File: src/design/score_pkg.sv
package score_pkg;

	typedef logic [9:0] score_t;
	typedef logic [3:0] digit_t;

	// Active low, bit 0 is segment a
	typedef logic [6:0] seg_t;

	localparam seg_t SEG_TABLE [0:9] = '{
		7'b1000000,  // 0
		7'b1111001,
		7'b0100100,
		7'b0110000,
		7'b0011001,
		7'b0010010,  // 5
		7'b0000010,
		7'b1111000,
		7'b0000000,
		7'b0011000   // 9
	};

endpackage

File: src/design/rain_pkg.sv
package rain_pkg;

	// Screen coordinate, wide enough for a 160x120 frame
	typedef logic [7:0] coord_t;

	// One bit each of red, green, blue
	typedef logic [2:0] colour_t;

	// 0 is player 1, 1 is player 2, drops from 2 up
	typedef logic [3:0] obj_sel_t;

	localparam colour_t COLOUR_BLACK = 3'b000;  // Erase
	localparam colour_t COLOUR_P1    = 3'b010;  // Green
	localparam colour_t COLOUR_P2    = 3'b100;  // Red
	localparam colour_t COLOUR_DROP  = 3'b001;  // Blue

	// Side of every square sprite
	localparam int SPRITE_SIZE = 2;

	localparam obj_sel_t OBJ_P1 = 4'd0;
	localparam obj_sel_t OBJ_P2 = 4'd1;

endpackage
File: src/design/rain_game.sv
`timescale 1ns/1ns

module rain_game #(
	parameter int SCREEN_W     = 160,
	parameter int SCREEN_H     = 120,
	parameter int NUM_DROPS    = 3,
	parameter int FRAME_CYCLES = 833333,
	parameter int SCORE_MAX    = 999
) (
	input  logic              clk,
	input  logic              reset,
	input  logic              move_p1,
	input  logic              move_p2,
	output logic              plot,
	output rain_pkg::coord_t  x,
	output rain_pkg::coord_t  y,
	output rain_pkg::colour_t colour,
	output score_pkg::seg_t   hex0,
	output score_pkg::seg_t   hex1,
	output score_pkg::seg_t   hex2,
	output score_pkg::seg_t   hex3,
	output score_pkg::seg_t   hex4,
	output score_pkg::seg_t   hex5,
	output score_pkg::seg_t   hex6,
	output score_pkg::seg_t   hex7
);
	import rain_pkg::*;
	import score_pkg::*;

	logic     tick, done;
	logic     start_block, start_fill;
	logic     init, step, spawn;
	logic     p1_win, p2_win;
	obj_sel_t sel;
	coord_t   spawn_x, origin_x, origin_y;
	score_t   p1_score, p2_score;

	frame_timer #(.FRAME_CYCLES(FRAME_CYCLES)) u_timer (
		.clk(clk), .reset(reset), .tick(tick)
	);

	drop_lfsr #(.SCREEN_W(SCREEN_W)) u_lfsr (
		.clk(clk), .reset(reset), .spawn_x(spawn_x)
	);

	sprite_plotter #(.SCREEN_W(SCREEN_W), .SCREEN_H(SCREEN_H)) u_plotter (
		.clk(clk), .reset(reset),
		.start_block(start_block), .start_fill(start_fill),
		.origin_x(origin_x), .origin_y(origin_y),
		.plot(plot), .x(x), .y(y), .done(done)
	);

	object_positions #(
		.SCREEN_W(SCREEN_W), .SCREEN_H(SCREEN_H),
		.NUM_DROPS(NUM_DROPS), .SCORE_MAX(SCORE_MAX)
	) u_objects (
		.clk(clk), .reset(reset), .init(init), .step(step), .spawn(spawn),
		.sel(sel), .move_p1(move_p1), .move_p2(move_p2), .spawn_x(spawn_x),
		.origin_x(origin_x), .origin_y(origin_y),
		.p1_score(p1_score), .p2_score(p2_score),
		.p1_win(p1_win), .p2_win(p2_win)
	);

	rain_fsm #(.NUM_DROPS(NUM_DROPS)) u_fsm (
		.clk(clk), .reset(reset), .tick(tick), .done(done),
		.p1_win(p1_win), .p2_win(p2_win),
		.start_block(start_block), .start_fill(start_fill),
		.init(init), .step(step), .spawn(spawn), .sel(sel), .colour(colour)
	);

	// Player 1 on hex0-3, player 2 on hex4-7
	score_display u_p1_hex (
		.score(p1_score),
		.hex_ones(hex0), .hex_tens(hex1), .hex_hundreds(hex2), .hex_thousands(hex3)
	);

	score_display u_p2_hex (
		.score(p2_score),
		.hex_ones(hex4), .hex_tens(hex5), .hex_hundreds(hex6), .hex_thousands(hex7)
	);

endmodule

File: src/design/score_display.sv
`timescale 1ns/1ns

module score_display (
	input  score_pkg::score_t score,
	output score_pkg::seg_t   hex_ones,
	output score_pkg::seg_t   hex_tens,
	output score_pkg::seg_t   hex_hundreds,
	output score_pkg::seg_t   hex_thousands
);
	import score_pkg::*;

	logic [15:0] bcd;
	digit_t ones, tens, hundreds, thousands;

	// Shift-add-3, one input bit per pass
	always_comb begin
		bcd = '0;
		for (int i = $bits(score_t) - 1; i >= 0; i--) begin
			for (int d = 0; d < 4; d++) begin
				if (bcd[4*d +: 4] >= 4'd5)
					bcd[4*d +: 4] = bcd[4*d +: 4] + 4'd3;
			end
			bcd = {bcd[14:0], score[i]};
		end
	end

	assign ones = bcd[3:0];
	assign tens = bcd[7:4];
	assign hundreds = bcd[11:8];
	assign thousands = bcd[15:12];

	assign hex_ones = SEG_TABLE[ones];
	assign hex_tens = SEG_TABLE[tens];
	assign hex_hundreds = SEG_TABLE[hundreds];
	assign hex_thousands = SEG_TABLE[thousands];  // Never above 1 for 10 bits

endmodule

File: src/design/rain_fsm.sv
`timescale 1ns/1ns

module rain_fsm #(
	parameter int NUM_DROPS = 3
) (
	input  logic               clk,
	input  logic               reset,
	input  logic               tick,
	input  logic               done,
	input  logic               p1_win,
	input  logic               p2_win,
	output logic               start_block,
	output logic               start_fill,
	output logic               init,
	output logic               step,
	output logic               spawn,
	output rain_pkg::obj_sel_t sel,
	output rain_pkg::colour_t  colour
);
	import rain_pkg::*;

	localparam obj_sel_t LAST_OBJ = obj_sel_t'(NUM_DROPS + 1);

	typedef enum logic [3:0] {
		S_BOOT,
		S_CLEAR,
		S_SPAWN,
		S_DRAW,
		S_IDLE,
		S_ERASE,
		S_STEP,
		S_WIN,
		S_HALT
	} state_t;

	state_t   state;
	obj_sel_t obj;
	logic     issued;  // Action of this state already launched
	logic     power_on;
	logic     p2_won;

	assign sel = obj;
	assign init = state == S_CLEAR && !issued;
	assign start_fill = (state == S_CLEAR || state == S_WIN) && !issued;
	assign start_block = (state == S_DRAW || state == S_ERASE) && !issued;
	assign step = state == S_STEP && !issued;
	assign spawn = state == S_SPAWN;

	always_comb begin
		case (state)
			S_DRAW: begin
				if (obj == OBJ_P1)
					colour = COLOUR_P1;
				else if (obj == OBJ_P2)
					colour = COLOUR_P2;
				else
					colour = COLOUR_DROP;
			end
			S_WIN, S_HALT: colour = p2_won ? COLOUR_P2 : COLOUR_P1;
			default: colour = COLOUR_BLACK;
		endcase
	end

	always_ff @(posedge clk) begin
		if (reset) begin
			state <= S_BOOT;
			obj <= '0;
			issued <= 1'b0;
			power_on <= 1'b0;
			p2_won <= 1'b0;
		end else begin
			issued <= 1'b1;
			case (state)
				S_BOOT: begin
					state <= S_CLEAR;
					issued <= 1'b0;
				end
				S_CLEAR: if (done) begin
					state <= S_DRAW;
					issued <= 1'b0;
					obj <= '0;
					power_on <= 1'b1;
				end
				S_SPAWN: begin
					state <= S_DRAW;
					issued <= 1'b0;
				end
				S_DRAW: if (done) begin
					issued <= 1'b0;
					if (obj == LAST_OBJ) begin
						state <= S_IDLE;
						power_on <= 1'b0;
					end else begin
						obj <= obj + 1'b1;
						if (!power_on)
							state <= S_ERASE;
						else if (obj != OBJ_P1)
							state <= S_SPAWN;  // Next one is a drop
						else
							state <= S_DRAW;
					end
				end
				S_IDLE: if (tick) begin
					state <= S_ERASE;
					issued <= 1'b0;
					obj <= '0;
				end
				S_ERASE: if (done) begin
					state <= S_STEP;
					issued <= 1'b0;
				end
				// Win flags follow the score one cycle after the step
				S_STEP: if (issued) begin
					issued <= 1'b0;
					if (obj == OBJ_P1 && p1_win) begin
						state <= S_WIN;
						p2_won <= 1'b0;
					end else if (obj == OBJ_P2 && p2_win) begin
						state <= S_WIN;
						p2_won <= 1'b1;
					end else begin
						state <= S_DRAW;
					end
				end
				S_WIN: if (done) state <= S_HALT;
				S_HALT: state <= S_HALT;  // Game over until reset
				default: state <= S_BOOT;
			endcase
		end
	end

endmodule

File: src/design/object_positions.sv
`timescale 1ns/1ns

module object_positions #(
	parameter int SCREEN_W  = 160,
	parameter int SCREEN_H  = 120,
	parameter int NUM_DROPS = 3,
	parameter int SCORE_MAX = 999
) (
	input  logic               clk,
	input  logic               reset,
	input  logic               init,
	input  logic               step,
	input  logic               spawn,
	input  rain_pkg::obj_sel_t sel,
	input  logic               move_p1,
	input  logic               move_p2,
	input  rain_pkg::coord_t   spawn_x,
	output rain_pkg::coord_t   origin_x,
	output rain_pkg::coord_t   origin_y,
	output score_pkg::score_t  p1_score,
	output score_pkg::score_t  p2_score,
	output logic               p1_win,
	output logic               p2_win
);
	import rain_pkg::*;
	import score_pkg::*;

	localparam coord_t X_MAX = coord_t'(SCREEN_W - SPRITE_SIZE);
	localparam coord_t Y_MAX = coord_t'(SCREEN_H - SPRITE_SIZE);

	coord_t p1_x, p2_x;
	coord_t drop_x [NUM_DROPS];
	coord_t drop_y [NUM_DROPS];
	logic   p1_moves, p2_moves;

	// A move only happens away from the edge the switch points at
	assign p1_moves = step && sel == OBJ_P1 && (move_p1 ? p1_x < X_MAX : p1_x != '0);
	assign p2_moves = step && sel == OBJ_P2 && (move_p2 ? p2_x < X_MAX : p2_x != '0);

	always_ff @(posedge clk) begin
		if (reset || init) begin
			p1_score <= '0;
			p2_score <= '0;
		end else begin
			if (p1_moves)
				p1_score <= p1_score + 1'b1;  // One point per pixel moved
			if (p2_moves)
				p2_score <= p2_score + 1'b1;
		end
	end

	always_ff @(posedge clk) begin
		if (init) begin
			p1_x <= coord_t'(SCREEN_W - 3);
			p2_x <= coord_t'(1);
		end else begin
			if (p1_moves)
				p1_x <= move_p1 ? p1_x + 1'b1 : p1_x - 1'b1;
			if (p2_moves)
				p2_x <= move_p2 ? p2_x + 1'b1 : p2_x - 1'b1;
		end
	end

	always_ff @(posedge clk) begin
		for (int i = 0; i < NUM_DROPS; i++) begin
			if (sel == obj_sel_t'(i + 2)) begin
				if (spawn || (step && drop_y[i] == Y_MAX)) begin
					drop_x[i] <= spawn_x;  // Back to the top row
					drop_y[i] <= '0;
				end else if (step) begin
					drop_y[i] <= drop_y[i] + 1'b1;
				end
			end
		end
	end

	always_comb begin
		origin_x = p1_x;
		origin_y = Y_MAX;  // Players live on the bottom row
		if (sel == OBJ_P2)
			origin_x = p2_x;
		for (int i = 0; i < NUM_DROPS; i++) begin
			if (sel == obj_sel_t'(i + 2)) begin
				origin_x = drop_x[i];
				origin_y = drop_y[i];
			end
		end
	end

	assign p1_win = p1_score >= score_t'(SCORE_MAX);
	assign p2_win = p2_score >= score_t'(SCORE_MAX);

endmodule

File: src/design/sprite_plotter.sv
`timescale 1ns/1ns

module sprite_plotter #(
	parameter int SCREEN_W = 160,
	parameter int SCREEN_H = 120
) (
	input  logic             clk,
	input  logic             reset,
	input  logic             start_block,
	input  logic             start_fill,
	input  rain_pkg::coord_t origin_x,
	input  rain_pkg::coord_t origin_y,
	output logic             plot,
	output rain_pkg::coord_t x,
	output rain_pkg::coord_t y,
	output logic             done
);
	import rain_pkg::*;

	logic   active;
	logic   fill_mode;
	coord_t cnt_x, cnt_y;
	coord_t base_x, base_y;
	coord_t lim_x, lim_y;
	logic   last;

	assign lim_x = fill_mode ? coord_t'(SCREEN_W - 1) : coord_t'(SPRITE_SIZE - 1);
	assign lim_y = fill_mode ? coord_t'(SCREEN_H - 1) : coord_t'(SPRITE_SIZE - 1);
	assign last = (cnt_x == lim_x) && (cnt_y == lim_y);

	always_ff @(posedge clk) begin
		if (reset) begin
			active <= 1'b0;
			fill_mode <= 1'b0;
			cnt_x <= '0;
			cnt_y <= '0;
			done <= 1'b0;
		end else begin
			done <= active && last;
			if (start_block || start_fill) begin
				active <= 1'b1;
				fill_mode <= start_fill;
				cnt_x <= '0;
				cnt_y <= '0;
			end else if (active) begin
				if (cnt_x == lim_x) begin  // Row-major walk
					cnt_x <= '0;
					if (last)
						active <= 1'b0;
					else
						cnt_y <= cnt_y + 1'b1;
				end else begin
					cnt_x <= cnt_x + 1'b1;
				end
			end
		end
	end

	// Origin latched on the start strobe, fill always from the corner
	always_ff @(posedge clk) begin
		if (start_fill) begin
			base_x <= '0;
			base_y <= '0;
		end else if (start_block) begin
			base_x <= origin_x;
			base_y <= origin_y;
		end
	end

	assign plot = active;
	assign x = base_x + cnt_x;
	assign y = base_y + cnt_y;

endmodule

File: src/design/drop_lfsr.sv
`timescale 1ns/1ns

module drop_lfsr #(
	parameter int SCREEN_W = 160
) (
	input  logic             clk,
	input  logic             reset,
	output rain_pkg::coord_t spawn_x
);
	import rain_pkg::*;

	// Number of legal left edges for a sprite
	localparam int SPAN = SCREEN_W - SPRITE_SIZE + 1;
	localparam int FOLDS = 512 / SPAN;

	logic [8:0] lfsr;
	logic [8:0] folded;

	// x^9 + x^5 + 1, maximal length so zero is never reached
	always_ff @(posedge clk) begin
		if (reset)
			lfsr <= 9'd1;
		else
			lfsr <= {lfsr[7:0], lfsr[8] ^ lfsr[4]};
	end

	always_comb begin
		folded = lfsr;
		for (int i = 0; i < FOLDS; i++)
			if (folded >= 9'(SPAN))
				folded = folded - 9'(SPAN);
	end

	assign spawn_x = coord_t'(folded);

endmodule

File: src/design/frame_timer.sv
`timescale 1ns/1ns

module frame_timer #(
	parameter int FRAME_CYCLES = 833333
) (
	input  logic clk,
	input  logic reset,
	output logic tick
);
	localparam int CW = $clog2(FRAME_CYCLES + 1);
	localparam logic [CW-1:0] RELOAD = CW'(FRAME_CYCLES - 1);

	logic [CW-1:0] count;

	always_ff @(posedge clk) begin
		if (reset) begin
			count <= RELOAD;
			tick <= 1'b0;
		end else if (count == '0) begin
			count <= RELOAD;  // One tick per FRAME_CYCLES clocks
			tick <= 1'b1;
		end else begin
			count <= count - 1'b1;
			tick <= 1'b0;
		end
	end

endmodule

File: config.mk
export PLATFORM = sky130hd
export DESIGN_NAME = rain_game
export DESIGN_NICKNAME = d
export VERILOG_FILES = /design/src/design/score_pkg.sv /design/src/design/rain_pkg.sv /design/src/design/rain_game.sv /design/src/design/score_display.sv /design/src/design/rain_fsm.sv /design/src/design/object_positions.sv /design/src/design/sprite_plotter.sv /design/src/design/drop_lfsr.sv /design/src/design/frame_timer.sv
export SDC_FILE = /design/constraint.sdc
export NUM_CORES = 1
export LEC_CHECK = 0
export BUFFER_PORTS_ARGS = -buffer_cell sky130_fd_sc_hd__buf_4
export CORE_MARGIN = 2
export CORE_UTILIZATION = 67
export CTS_CLUSTER_SIZE = 14
export DETAILED_ROUTE_END_ITERATION = 8
export PLACE_DENSITY_LB_ADDON = 0.2
export SYNTH_ARGS = -nofsm -noshare
export SYNTH_HDL_FRONTEND = slang
export SYNTH_SLANG_ARGS = --single-unit
export TNS_END_PERCENT = 1
File: constraint.sdc
create_clock -name clk -period 18.4 [get_ports clk]
set_input_delay 0.92 -clock clk [delete_from_list [all_inputs] [get_ports clk]]
set_output_delay 0.92 -clock clk [all_outputs]
set_load 0.01 [all_outputs]
==> flow_metrics.py, run 1 <==
metrics = {
    "synth": {
        "syn-cell-area_um2": 13400,
        "synth_edf_count": 48,
        "seq_area_frac_synth_pct": 27.4,
        "synthDistinctLibCells": 108,
        "syn_inst": 1686,
        "synth-async-reset-ratio_pct": 0,
        "synth_seq_cells": 160,
        "syn_area_per_cell_um2": 7.96,
        "ys_warn_count": 0,
        "synth_ff_type": "dfxtp_1",
    },
    "floorplanning": {
        "core_um2": 19600,
        "dieArea_um2": 21200,
        "start_util_pct": 68.5,
        "die_x_um": 146,
        "fp.dieH_um": 146,
        "num_io_pins": 80,
        "rows": 51,
    },
    "clocking": {
        "cts_buffers": 17,
        "tritoncts": "yes",
        "post_cts_buffers": 0,
        "clock-sinks": 160,
        "cts_hold_buf": 0,
        "cts_root_buffer": "clkbuf_16",
        "cts.repair.resized": 0,
        "h-tree-depth": 4,
        "clock_latency_ns": 0.43,
        "clkTransAtPathRegs_ns": 0.06,
        "clockBufferDepth": 2,
    },
    "global_route": {
        "antenna_found_initial": 0,
        "grt_max_degree": 30,
        "use_met2_pct": 45.2,
        "grt_pass1_wl_mm": 50.1,
        "grt_util_met1_pct": 37.6,
        "grt_pass1_vias": 10900,
        "busiest_layer": "met2",
        "overflow": 0,
        "grtUsageTotal_pct": 27.4,
        "grt_util_met3_pct": 3.86,
    },
    "power_and_ir_drop": {
        "leakage_nw": 5.95,
        "power.share.clock_pct": 40.0,
        "seqPwrFrac_pct": 49.0,
        "swShare_pct": 26.2,
        "cellPowerDensity_nw_per_um2": 54.3,
        "vdd_drop_max_mv": 0.0597,
        "p_comb_share_pct": 11.0,
        "internal_power_mw": 0.582,
        "power_switching_mw": 0.206,
    },
    "sta": {
        "setup_viol": 0,
        "fin_skew_ns": 0.00944,
        "fin_ws_ns": 9.52,
        "min_period_ns": 8.88,
        "max_slew_margin_pct": 35.8,
        "hold_viol": 0,
        "hold_ws_ns": 0.444,
        "fin_tns_setup_ns": 0,
        "slew_violations": 0,
        "fmax_mhz": 113,
        "grt_setup_unrepaired": "false",
        "finalCritPeriodShare_pct": 48.2,
        "tightest_slew_ns": 0.957,
    },
    "placed_design": {
        "placed_area_um2": 14000,
        "dp_hpwl_mm": 22.0,
        "gp_congestion": 0.903,
        "port_buffers": 73,
        "detailedPlace.worstSlack_ns": 10.09,
    },
    "layout": {
        "final_util_pct": 74.1,
        "multi_input_area_um2": 9050,
        "nets": 1815,
        "syn_to_final_growth_pct": 8.20,
        "final-seq-area_um2": 3680,
        "fin_area_um2": 14500,
        "nFillCells": 1528,
        "diodes": 0,
        "drive_gt1_share_pct": 10.8,
    },
    "route": {
        "ant_nets": 0,
        "drtIter0Drc": 1064,
        "via_per_inst": 6.18,
        "drc": 0,
        "wl_per_cell_um": 15.0,
        "num_vias": 12300,
        "drt-total-wl_mm": 29.9,
        "first_pass_iters": 6,
    },
    "setup_path": {
        "crit_path_max_incr_delay_ns": 0.65,
        "cp.required_ns": 17.48,
        "crit_arrival_ns": 7.96,
        "path_common_cell": "ha_1",
        "worst_setup_path_start_kind": "flop",
        "endpoint_kind": "output port",
        "path_class": "flop to output port",
        "cp_max_fo": 14,
        "cp_slowest_cell": "dfxtp_1",
    },
    "status": {
        "outcome": "finished clean",
    },
    "run": {
        "maxCapViolations": 0,
    },
    "min_path": {
        "hp-class": "flop to flop",
    },
}
-- flip-flops by register name (all words and copies together), names as in the netlist, 8 cells and up --
register and count:
u_lfsr.lfsr 9, u_objects.drop_x 24, u_objects.drop_y 24, u_objects.p1_score 10
u_objects.p1_x 8, u_objects.p2_score 10, u_objects.p2_x 8, u_plotter.base_x 8
u_plotter.base_y 8, u_plotter.cnt_x 8, u_plotter.cnt_y 8, u_timer.count 20
-- placed cells by master (no fill, tap or decap), drive strengths merged, types with 15 or more instances in the layout --
| cell type | n |
|---|---|
| and2 | 17 |
| nor3 | 50 |
| nand2 | 152 |
| nor2 | 231 |
| mux2i | 36 |
| nor4 | 15 |
| nor2b | 19 |
| buf | 78 |
| a21oi | 117 |
| edfxtp | 48 |
| o21ai | 84 |
| a21o | 23 |
| nand2b | 17 |
| clkbuf | 18 |
| xor2 | 37 |
| inv | 94 |
| dfxtp | 112 |
| nand4 | 26 |
| and3 | 18 |
| nand3 | 72 |
| o211ai | 20 |
| xnor2 | 79 |
| ha | 96 |
| a31oi | 17 |
-- power by group through the flow --
stage	Sequential, mW	Combinational [mW]	Clock [mW]
after floorplan	0.388	0.0651	0
after global placement	0.394	0.0822	0
after detailed placement	0.394	0.0855	0
after CTS	0.386	0.0862	0.319
after global routing	0.388	0.0967	0.334
final	0.387	0.0868	0.315
-- Yosys cell counts (all sizes together), types with 5 or more instances --
| library cell | count | area, um2 |
|---|---|---|
| nor2 | 231 | 867 |
| nand2 | 152 | 581 |
| a21oi | 117 | 608 |
| dfxtp | 112 | 2240 |
| ha | 96 | 1200 |
| inv | 91 | 344 |
| o21ai | 84 | 432 |
| xnor2 | 79 | 707 |
| nand3 | 72 | 370 |
| nor3 | 50 | 282 |
| clkbuf | 49 | 185 |
| edfxtp | 48 | 1440 |
| xor2 | 37 | 324 |
| mux2i | 36 | 385 |
| buf | 27 | 174 |
| nand4 | 26 | 163 |
| a21o | 23 | 173 |
| o211ai | 20 | 165 |
| nor2b | 19 | 126 |
| and3 | 18 | 113 |
| a31oi | 17 | 134 |
| and2 | 17 | 106 |
| nand2b | 17 | 106 |
| nor4 | 15 | 113 |
| a211oi | 14 | 105 |
| o21a | 13 | 97.6 |
| or2 | 13 | 81.3 |
| o21bai | 11 | 82.6 |
| or3 | 11 | 73.8 |
| a22oi | 10 | 98.8 |
| mux2 | 10 | 120 |
| a311oi | 9 | 78.8 |
| o2111ai | 9 | 78.8 |
| a21boi | 8 | 63.8 |
| o22ai | 8 | 56.3 |
| a221oi | 7 | 80.1 |
| nor3b | 7 | 57.6 |
| o31ai | 7 | 80.1 |
| or4 | 7 | 52.6 |
| o211a | 6 | 60.1 |
| o41ai | 6 | 71.3 |
| a2111oi | 5 | 51.3 |
| a211o | 5 | 43.8 |
| a31o | 5 | 43.8 |
-- layer usage --
layer	up-vias	share of wire [%]
li1	6126	-
met3	33	5.4
met1	5766	46
met4	0	1.4
met2	371	47
met5	-	0
-- logic make-up after synthesis --
kind of cell | Yosys count | synth area share [%]
flops | 160 | 27.4
xor+xnor | 116 | 7.68
compound gates | 425 | 22.3
simple gates | 669 | 23.9
other cells | 2 | 0.0559
fa+ha+maj | 100 | 9.55
buf+inv | 168 | 5.27
mux | 46 | 3.77
-- worst paths after layout --
| path | startpoint | slack, ns | cells after the start | endpoint |
|---|---|---|---|---|
| max | u_objects.p1_score[8] | 9.52 | 34 | hex2[3] |
| min | u_timer.count[0] | 0.44 | 1 | u_timer.count[0] |
| max reg2reg | u_lfsr.lfsr[0] | 13.72 | 16 | u_objects.drop_x[0][17] |
| min reg2reg | u_timer.count[0] | 0.44 | 1 | u_timer.count[0] |
-- through the flow --
| step | power (mW) | cells |
|---|---|---|
| after floorplan | 0.453 | 1690 |
| after global placement | 0.476 | 1957 |
| after detailed placement | 0.479 | 1957 |
| after CTS | 0.792 | 1989 |
| after global routing | 0.818 | 1989 |
| final | 0.789 | 1989 |
-- layout make-up --
class / count / area share, %
multi-input combinational: 1362 / 62.3
sequential: 160 / 25.4
timing repair buffer: 78 / 4.03
clock buffer: 18 / 2.95
inverter: 92 / 2.39
tap: 265 / 2.28
clock inverter: 14 / 0.646
-- worst max-delay path, delay by kind of cell, from the launching register on --
| family | cells | cell delay [ns] |
|---|---|---|
| flip-flops | 1 | 0.65 |
| buffers and inverters | 7 | 0.81 |
| XOR/XNOR | 1 | 0.45 |
| AO/OA/AOI/OAI | 10 | 2.22 |
| multiplexers | 1 | 0.21 |
| AND/OR/NAND/NOR | 8 | 1.35 |
| adder cells (fa/ha/maj) | 7 | 1.79 |
No activity file was read; power rests on OpenSTA's default activity.
==> run 2, diff against run 1 <==
Settings changed: ABC_AREA from default to 1, CORE_UTILIZATION 67 to 56.
Clock period 18.4 ns to 7.9 ns, I/O delays scaled along.
==> flow_metrics.py, run 2 <==
metrics = {
    "floorplanning": {
        "fp.dieH_um": 152,
        "num_io_pins": 80,
        "rows": 54,
        "core_um2": 21600,
        "die_x_um": 152,
        "start_util_pct": 56.6,
        "dieArea_um2": 23100,
    },
    "setup_path": {
        "timing.rr.start": "u_lfsr.lfsr[0]",
        "path_class": "flop to output port",
        "worst_setup_path_start_kind": "flop",
        "cp.required_ns": 7.51,
        "r2r.worst_path.cells": 24,
        "endpoint_kind": "output port",
        "reg2reg_to": "u_objects.drop_x[0][9]",
        "crit_path_start": "u_objects.p2_score[8]",
        "cp_slowest_cell": "dfxtp_1",
        "cp_max_fo": 5,
        "rrSetupSlack_ns": 3.79,
        "crit_end": "hex6[5]",
        "crit_path_max_incr_delay_ns": 0.43,
        "crit_arrival_ns": 6.18,
    },
    "sta": {
        "setup_viol": 0,
        "finalCritPeriodShare_pct": 83.3,
        "fin_tns_setup_ns": 0,
        "tightest_slew_ns": 0.846,
        "grt_setup_unrepaired": "false",
        "slew_violations": 0,
        "hold_ws_ns": 0.330,
        "min_period_ns": 6.58,
        "fin_ws_ns": 1.32,
        "hold_viol": 0,
        "fin_skew_ns": 0.0128,
        "max_slew_margin_pct": 43.6,
        "fmax_mhz": 152,
    },
    "route": {
        "ant_nets": 0,
        "wl_per_cell_um": 12.6,
        "drtIter0Drc": 653,
        "first_pass_iters": 7,
        "drc": 0,
        "drt-total-wl_mm": 26.5,
        "num_vias": 11200,
        "via_per_inst": 5.33,
    },
    "power_and_ir_drop": {
        "power_mw": 1.97,
        "leakage_nw": 6.60,
        "cellPowerDensity_nw_per_um2": 144,
        "vdd_drop_max_mv": 0.141,
    },
    "placed_design": {
        "port_buffers": 73,
        "detailedPlace.worstSlack_ns": 1.80,
        "gp_congestion": 0.848,
        "place_inst": 2074,
        "dp_hpwl_mm": 20.4,
        "placed_area_um2": 13000,
    },
    "layout": {
        "final_util_pct": 63.1,
        "layout_common_cells": "361 x nand2_1, 234 x inv_1, 195 x nor2_1",
        "stdcell_count": 2106,
        "nFillCells": 1979,
        "nets": 1917,
        "final_common_cell": "nand2_1",
        "syn_to_final_growth_pct": 11.4,
        "fin_area_um2": 13600,
        "diodes": 0,
        "drive_gt1_share_pct": 12.3,
        "top_regs": "u_objects.drop_x (24), u_objects.drop_y (24), u_timer.count (20)",
    },
    "synth": {
        "synth_top_area_share_pct": 18.3,
        "ys_warn_count": 0,
        "yosysTopAreaCell": "dfxtp_1",
        "synth_area_leaders": "dfxtp_1 18%, edfxtp_1 12%, nand2_1 11%, ha_1 9.8%, inv_1 7.2%",
        "synth-async-reset-ratio_pct": 0,
        "syn_inst": 1745,
        "syn-cell-area_um2": 12200,
        "synth_edf_count": 48,
        "seq_area_frac_synth_pct": 30.1,
        "synthDistinctLibCells": 59,
        "syn_area_per_cell_um2": 7.01,
        "synth_seq_cells": 160,
        "synth_ff_type": "dfxtp_1",
        "synth_commonest_cells": "361 x nand2_1, 234 x inv_1, 195 x nor2_1",
        "yosysMostFrequentCell": "nand2_1",
    },
    "clocking": {
        "clock-sinks": 160,
        "post_cts_buffers": 0,
        "tritoncts": "yes",
        "clock_latency_ns": 0.43,
        "cts_hold_buf": 0,
        "cts.repair.resized": 0,
        "cts_buffers": 17,
        "cts_root_buffer": "clkbuf_16",
        "h-tree-depth": 4,
        "clockBufferDepth": 2,
        "clkTransAtPathRegs_ns": 0.06,
    },
    "run": {
        "maxCapViolations": 0,
    },
    "global_route": {
        "grt_pass1_wl_mm": 45.9,
        "overflow": 0,
        "grt_pass1_vias": 10700,
        "grt_max_degree": 24,
        "grtUsageTotal_pct": 23.0,
        "antenna_found_initial": 0,
    },
    "min_path": {
        "hp-class": "input pin to flop",
    },
    "status": {
        "outcome": "finished clean",
    },
}
[run 2: cell types whose count changed after synthesis, moves of 14 or more]
cell | previous run | this run
inv_1 | 85 | 234
nand2b_1 | 17 | 0
and3_1 | 18 | 2
nand2_1 | 150 | 361
xnor2_1 | 77 | 22
a21o_1 | 23 | 4
o211ai_1 | 17 | 3
nand2_2 | 1 | 54
clkbuf_1 | 48 | 18
mux2i_1 | 34 | 0
nor2b_1 | 18 | 0
nor2_1 | 231 | 195
a21oi_1 | 113 | 93
nand3_1 | 70 | 114
[run 2: cell type report]
type | count | area, um2 | share of cell area (%)
multi-input combinational | 1308 | 7460 | 54.7
sequential | 160 | 3680 | 27.0
inverter | 250 | 938 | 6.88
timing repair buffer | 76 | 571 | 4.18
clock buffer | 19 | 454 | 3.33
tap | 280 | 350 | 2.57
clock inverter | 13 | 180 | 1.32
[run 2: worst min path at each step]
stage,start,to,cells after the start
4_1_cts,reset,u_lfsr.lfsr[5],2
5_1_grt,reset,u_lfsr.lfsr[6],2
3_3_place_gp,u_timer.count[0],u_timer.count[0],1
2_1_floorplan,u_timer.count[0],u_timer.count[0],1
6_report,reset,u_lfsr.lfsr[5],2
3_5_place_dp,u_timer.count[0],u_timer.count[0],1
[run 2: power breakdown]
| group | internal (mW) | switching [mW] |
|---|---|---|
| clock | 0.548 | 0.338 |
| sequential | 0.866 | 0.0208 |
| combinational | 0.0735 | 0.123 |
| total | 1.49 | 0.482 |
[run 2: critical path: cells and delay by family (launching register included)]
| family | cells | cell delay (ns) |
|---|---|---|
| fa+ha+maj | 7 | 1.45 |
| compound gates | 2 | 0.49 |
| buf+inv | 9 | 0.77 |
| flops | 1 | 0.43 |
| xor+xnor | 1 | 0.31 |
| simple gates | 25 | 2.30 |
[run 2: kinds of logic (layout without fill, tap and decap cells)]
group | after synthesis | in the layout | share of synthesized area (%)
AO/OA/AOI/OAI | 258 | 258 | 12.1
XOR/XNOR | 75 | 75 | 5.60
adder cells (fa/ha/maj) | 100 | 100 | 10.5
buffers and inverters | 281 | 358 | 9.05
flip-flops | 160 | 160 | 30.1
multiplexers | 1 | 1 | 0.0920
other | 2 | 6 | 0.0614
AND/OR/NAND/NOR | 868 | 868 | 32.5
[run 2: layer usage]
metal	track usage (%)	wire, um
met1	27.6	11800
met2	42.3	13500
met3	2.91	776
met4	7.65	454
met5	0	0
